### src/sdadc_pkg.sv
`default_nettype none

package sdadc_pkg;

    // CIC register width; every integrator and comb operation wraps at this size
    localparam int acc_width = 24;

    // Width of the signed sample held by the formatter
    localparam int result_width = 16;

    // Width of the data word presented on the output
    localparam int out_width = 32;

    // Width of the channel tag carried with each sample
    localparam int chan_width = 4;

    // One modulator bit as captured in the system clock domain
    typedef struct packed {
        logic value;
        logic strobe;
    } sd_bit_t;

    // Accumulator word with a one-cycle strobe
    // The integrator strobes every bit, the comb strobes every finished window
    typedef struct packed {
        logic [acc_width-1:0] value;
        logic                 strobe;
    } cic_word_t;

    // Output sample of the channel
    typedef struct packed {
        logic                  valid;
        logic [chan_width-1:0] channel;
        logic [out_width-1:0]  data;
    } sample_t;

endpackage

`default_nettype wire

### src/sd_bit_capture.sv
`timescale 1ns/1ps
`default_nettype none

module sd_bit_capture import sdadc_pkg::*; #(
    parameter bit sample_on_rise = 1'b1
) (
    input  logic    clock,
    input  logic    rst_n,
    input  logic    sd_clock_in,
    input  logic    sd_data_in,
    output sd_bit_t bit_out
);

    logic [1:0] clk_sync;
    logic [1:0] data_sync;
    logic       clk_prev;
    logic       sel_edge;
    logic       bit_value;
    logic       bit_strobe;

    // Two-flop synchronizers for the modulator clock and data
    // The edge detector compares against the synchronized level one cycle earlier
    always_ff @(posedge clock) begin
        clk_sync  <= {clk_sync[0], sd_clock_in};
        data_sync <= {data_sync[0], sd_data_in};
        clk_prev  <= clk_sync[1];
    end

    // Rising or falling edge of the synchronized modulator clock
    always_comb begin
        if (sample_on_rise) begin
            sel_edge = clk_sync[1] & ~clk_prev;
        end else begin
            sel_edge = ~clk_sync[1] & clk_prev;
        end
    end

    always_ff @(posedge clock) begin
        if (!rst_n) begin
            bit_strobe <= 1'b0;
        end else begin
            bit_strobe <= sel_edge;
        end
    end

    // The data bit is taken on the same cycle the edge is seen
    always_ff @(posedge clock) begin
        if (sel_edge) begin
            bit_value <= data_sync[1];
        end
    end

    assign bit_out.value  = bit_value;
    assign bit_out.strobe = bit_strobe;

endmodule

`default_nettype wire

### src/cic_integrator.sv
`timescale 1ns/1ps
`default_nettype none

module cic_integrator import sdadc_pkg::*; #(
    parameter int cic_order = 3
) (
    input  logic      clock,
    input  logic      rst_n,
    input  sd_bit_t   bit_in,
    output cic_word_t acc_out
);

    logic [cic_order-1:0][acc_width-1:0] acc;
    logic                                acc_strobe;

    // All stages advance together on a bit strobe
    // Each later stage adds the value its predecessor held before this update
    always_ff @(posedge clock) begin
        if (!rst_n) begin
            acc <= '0;
        end else if (bit_in.strobe) begin
            acc[0] <= acc[0] + acc_width'(bit_in.value);
            for (int i = 1; i < cic_order; i++) begin
                acc[i] <= acc[i] + acc[i-1];
            end
        end
    end

    always_ff @(posedge clock) begin
        if (!rst_n) begin
            acc_strobe <= 1'b0;
        end else begin
            acc_strobe <= bit_in.strobe;
        end
    end

    // Last stage is presented together with the delayed strobe
    assign acc_out.value  = acc[cic_order-1];
    assign acc_out.strobe = acc_strobe;

endmodule

`default_nettype wire

### src/cic_comb.sv
`timescale 1ns/1ps
`default_nettype none

module cic_comb import sdadc_pkg::*; #(
    parameter int cic_order  = 3,
    parameter int decimation = 64
) (
    input  logic      clock,
    input  logic      rst_n,
    input  cic_word_t acc_in,
    output cic_word_t comb_out
);

    localparam int cnt_width = (decimation > 1) ? $clog2(decimation) : 1;

    logic [cnt_width-1:0] bit_count;
    logic                 window_done;

    // Entry 0 is the captured integrator value, entry i+1 the output of comb stage i
    logic [cic_order:0][acc_width-1:0]   pipe_value;
    logic [cic_order:0]                  pipe_valid;
    logic [cic_order-1:0][acc_width-1:0] delay;

    assign window_done = acc_in.strobe && (bit_count == cnt_width'(decimation - 1));

    // Counts modulator bits within the current window
    always_ff @(posedge clock) begin
        if (!rst_n) begin
            bit_count <= '0;
        end else if (acc_in.strobe) begin
            if (window_done) begin
                bit_count <= '0;
            end else begin
                bit_count <= bit_count + 1'b1;
            end
        end
    end

    always_ff @(posedge clock) begin
        if (!rst_n) begin
            pipe_valid <= '0;
        end else begin
            pipe_valid <= {pipe_valid[cic_order-1:0], window_done};
        end
    end

    // Capture stage followed by one difference per cycle
    // Stages are independent, so a new window may enter while an older one drains
    always_ff @(posedge clock) begin
        if (window_done) begin
            pipe_value[0] <= acc_in.value;
        end
        for (int i = 0; i < cic_order; i++) begin
            if (pipe_valid[i]) begin
                pipe_value[i+1] <= pipe_value[i] - delay[i];
            end
        end
    end

    // Each delay register keeps its stage input from the previous window
    always_ff @(posedge clock) begin
        if (!rst_n) begin
            delay <= '0;
        end else begin
            for (int i = 0; i < cic_order; i++) begin
                if (pipe_valid[i]) begin
                    delay[i] <= pipe_value[i];
                end
            end
        end
    end

    assign comb_out.value  = pipe_value[cic_order];
    assign comb_out.strobe = pipe_valid[cic_order];

endmodule

`default_nettype wire

### src/sample_formatter.sv
`timescale 1ns/1ps
`default_nettype none

module sample_formatter import sdadc_pkg::*; #(
    parameter int output_shift  = 2,
    parameter int channel_index = 0
) (
    input  logic      clock,
    input  logic      rst_n,
    input  cic_word_t comb_in,
    input  logic      sync,
    output sample_t   sample_out
);

    localparam logic [result_width-1:0] full_scale = {1'b0, {(result_width-1){1'b1}}};
    localparam logic [result_width-1:0] mid_scale  = {1'b1, {(result_width-1){1'b0}}};

    logic [result_width:0]   shifted;
    logic [result_width-1:0] centred;
    logic [result_width-1:0] held;
    logic [out_width-1:0]    data_q;
    logic                    valid_q;

    // Unsigned comb result scaled into one bit more than the signed result
    assign shifted = (result_width+1)'(comb_in.value >> output_shift);

    // An overflow into the extra bit clamps to positive full scale,
    // otherwise the unsigned value is moved down by half the range
    always_comb begin
        if (shifted[result_width]) begin
            centred = full_scale;
        end else begin
            centred = shifted[result_width-1:0] - mid_scale;
        end
    end

    always_ff @(posedge clock) begin
        if (!rst_n) begin
            held <= '0;
        end else if (comb_in.strobe) begin
            held <= centred;
        end
    end

    always_ff @(posedge clock) begin
        if (!rst_n) begin
            valid_q <= 1'b0;
        end else begin
            valid_q <= sync;
        end
    end

    // Data holds the sample seen at the sync edge, sign-extended to the output width
    always_ff @(posedge clock) begin
        if (sync) begin
            data_q <= {{(out_width-result_width){held[result_width-1]}}, held};
        end
    end

    assign sample_out.valid   = valid_q;
    assign sample_out.channel = chan_width'(channel_index);
    assign sample_out.data    = data_q;

endmodule

`default_nettype wire

### src/sdadc_channel.sv
`timescale 1ns/1ps
`default_nettype none

module sdadc_channel import sdadc_pkg::*; #(
    parameter int cic_order      = 3,
    parameter int decimation     = 64,
    parameter int output_shift   = 2,
    parameter bit sample_on_rise = 1'b1,
    parameter int channel_index  = 0
) (
    input  logic    clock,
    input  logic    rst_n,
    input  logic    sd_clock_in,
    input  logic    sd_data_in,
    input  logic    sync,
    output sample_t sample_out
);

    sd_bit_t   captured_bit;
    cic_word_t integrated;
    cic_word_t comb_result;

    // Modulator bits into the system clock domain
    sd_bit_capture #(
        .sample_on_rise(sample_on_rise)
    ) u_capture (
        .clock      (clock),
        .rst_n      (rst_n),
        .sd_clock_in(sd_clock_in),
        .sd_data_in (sd_data_in),
        .bit_out    (captured_bit)
    );

    cic_integrator #(
        .cic_order(cic_order)
    ) u_integrator (
        .clock  (clock),
        .rst_n  (rst_n),
        .bit_in (captured_bit),
        .acc_out(integrated)
    );

    // Decimation happens here by counting integrator strobes
    cic_comb #(
        .cic_order (cic_order),
        .decimation(decimation)
    ) u_comb (
        .clock   (clock),
        .rst_n   (rst_n),
        .acc_in  (integrated),
        .comb_out(comb_result)
    );

    sample_formatter #(
        .output_shift (output_shift),
        .channel_index(channel_index)
    ) u_formatter (
        .clock     (clock),
        .rst_n     (rst_n),
        .comb_in   (comb_result),
        .sync      (sync),
        .sample_out(sample_out)
    );

endmodule

`default_nettype wire

### config.mk
export PLATFORM = sky130hd
export DESIGN_NAME = sdadc_channel
export DESIGN_NICKNAME = d
export VERILOG_FILES = /design/src/sdadc_pkg.sv /design/src/sd_bit_capture.sv /design/src/cic_integrator.sv /design/src/cic_comb.sv /design/src/sample_formatter.sv /design/src/sdadc_channel.sv
export SDC_FILE = /design/constraint.sdc
export NUM_CORES = 1
export LEC_CHECK = 0
export BUFFER_PORTS_ARGS = -buffer_cell sky130_fd_sc_hd__buf_2
export CORE_AREA = 2 2 184 186
export CTS_CLUSTER_DIAMETER = 80
export DETAILED_ROUTE_END_ITERATION = 7
export DIE_AREA = 0 0 186 188
export MAX_ROUTING_LAYER = met4
export PLACE_DENSITY = 0.66
export SYNTH_ARGS = -nofsm -noshare
export SYNTH_HDL_FRONTEND = slang
export SYNTH_HIERARCHICAL = 1
export SYNTH_SLANG_ARGS = --single-unit
### constraint.sdc
create_clock -name clock -period 7.9 [get_ports clock]
set_input_delay 1.975 -clock clock [delete_from_list [all_inputs] [get_ports clock]]
set_output_delay 1.975 -clock clock [all_outputs]
set_load 0.05 [all_outputs]
==> impl_metrics.yaml <==
setup_path:
  end_kind: "flop"
  critPathSlowestCell: "buf_2"
  cp_slowest_stage_delay_ps: 630
  reg2reg_slack_ps: 4960
  criticalPathCategory: "primary input to flop"
  worstPathRequired_ps: 8340
  crit_path_start_kind: "primary input"
  r2r_cells: 10
  crit_chain: "buf_2 > inv_1 > buf_4 > or3_1 > o211ai_1"
  worstPathMaxFanout: 50
  arrival_ps: 3990
die:
  fp.dieArea_um2: 35000
  io_pins: 42
  core_um2: 33100
  die_x_um: 186
  initial_utilization_pct: 39.2
  num_rows: 67
  die_h_um: 188
timing:
  rsz0062_at_grt: "false"
  fin_crit_sh_pct: 45.0
  finalHoldViolCount: 0
  tns_ps: 0
  skew_ps: 14.7
  setup_violations: 0
  slew_headroom_pct: 31.6
  fmax_ghz: 0.281
  setup_ws_ps: 4350
  period_needed_ps: 3550
  slew_viol_final: 0
  worst_pin_slew_ps: 1030
clocking:
  post_cts_buffers: 0
  cts_sinks: 239
  clkTransAtPathRegs_ps: 60
  cts_buffers: 25
  cts.repair.resized: 0
  cts.htree.levels: 1
  cts_buffer_depth: 3
  root_buffer: "clkbuf_16"
  cts_tree: "done"
  hold_buffers: 0
  clk_latency_ps: 520
power:
  switching_share_pct: 20.4
  sequentialPowerShare_pct: 50.1
  comb_power_share_pct: 2.5
  power_mw: 2.56
  p_int_mw: 2.04
  p_clk_share_pct: 47.4
  p_leak_nw: 5.12
  peakVddDrop_v: 0.000141
  power.switching_uw: 522
  p_per_area_nw_per_um2: 183
min_path:
  whs_path_depth: 0
  hold_path.class: "flop to flop"
placement:
  dp.cells: 1668
  post-place-ws_ps: 3780
  place_congestion: 0.841
  dp_hpwl_um: 14500
  port-buffer-count: 37
grt:
  first_global_vias: 8287
  grt_antenna_before_repair: 0
  gr-total-overflow: 0
  grtUsageMet3_pct: 1.90
  use_met2_pct: 21.7
  grt-busiest-layer: "met2"
  grt_pass1_wl_um: 36400
  grt_max_degree: 58
  grt_usage_pct: 12.5
  use_met1_pct: 14.8
logic_synthesis:
  syn-cell-area_um2: 13000
  synth_warnings: 6
  syn_area_per_cell_um2: 10.0
  syn_inst: 1295
cells_and_area:
  drive_gt1_share_pct: 8.22
  fin_nets: 1355
  synthToLayoutAreaGrowth_pct: 7.32
  final_cells: 1714
detailed_routing:
  drcViolationCount: 0
  drt_first_pass_iters: 5
  wl_um: 20900
  viasPerCell: 4.96
  ant_nets: 0
  wl_per_cell_um: 12.2
  num_vias: 8499
  drt-initial-drc-count: 413
run:
  max_cap_violations: 0
run_status:
  outcome: "completed"
==> worst paths after layout <==
kind	startpoint	end
setup / recovery	rst_n	u_integrator/acc[31]
hold reg to reg	u_capture/clk_sync[0]	u_capture/clk_sync[1]
hold / removal	u_capture/clk_sync[0]	u_capture/clk_sync[1]
setup reg to reg	u_comb/pipe_value[48]	u_comb/comb_out[19]
==> placed cells by master (no fill, tap or decap), drive strengths merged, types with 59 or more instances in the layout <==
master,n
o21ai,59
nor2b,76
a21oi,88
dfxtp,148
nor2,88
edfxtp,91
inv,82
mux2i,73
ha,98
==> registers in the layout, indices dropped and copies added, names as in the netlist, 4 cells and up <==
signal,flops
u_comb/pipe_valid,4
u_integrator/acc_out,19
u_formatter/held,16
u_comb/bit_count,6
u_formatter/data_q,16
u_comb/comb_out,17
u_comb/delay,57
u_integrator/acc,38
u_comb/pipe_value,57
==> metal layers <==
layer / wire length [um] / vias up / share of wire [%]
met5: 0 / - / 0
met4: 584 / 0 / 2.8
met3: 658 / 45 / 3.1
met2: 10100 / 127 / 48
met1: 9620 / 3913 / 46
li1: - / 4414 / -
==> power by group through the flow <==
stage | clock (mW) | sequential [mW] | combinational [mW]
after detailed placement | 0 | 1.31 | 0.0637
after floorplan | 0 | 1.31 | 0.0517
after global routing | 1.30 | 1.28 | 0.0680
final | 1.21 | 1.28 | 0.0632
after global placement | 0 | 1.31 | 0.0628
after CTS | 1.25 | 1.28 | 0.0637
==> worst max-delay path: cells and delay by family <==
family / cells / cell delay (ps)
simple gates: 1 / 340
buf+inv: 3 / 1500
compound gates: 1 / 150
==> layout make-up <==
class                           instances  area (um2)
Fill cell                            3173       19200
Inverter                               82         308
Sequential cell                       239        5700
Clock buffer                           33         727
Timing Repair Buffer                   41         215
Antenna cell                            1        2.50
Tap cell                              448         561
Multi-Input combinational cell        858        6290
Clock inverter                         12         139
==> through the flow <==
step	hold WS (ps)	cell area, um2	utilization [%]
final	327	13900	42.1
after CTS	327	13900	42.1
after global routing	334	13900	42.1
after detailed placement	312	13100	39.5
after global placement	316	13100	39.5
after floorplan	310	13000	-
(Power assumes the default switching activity.)
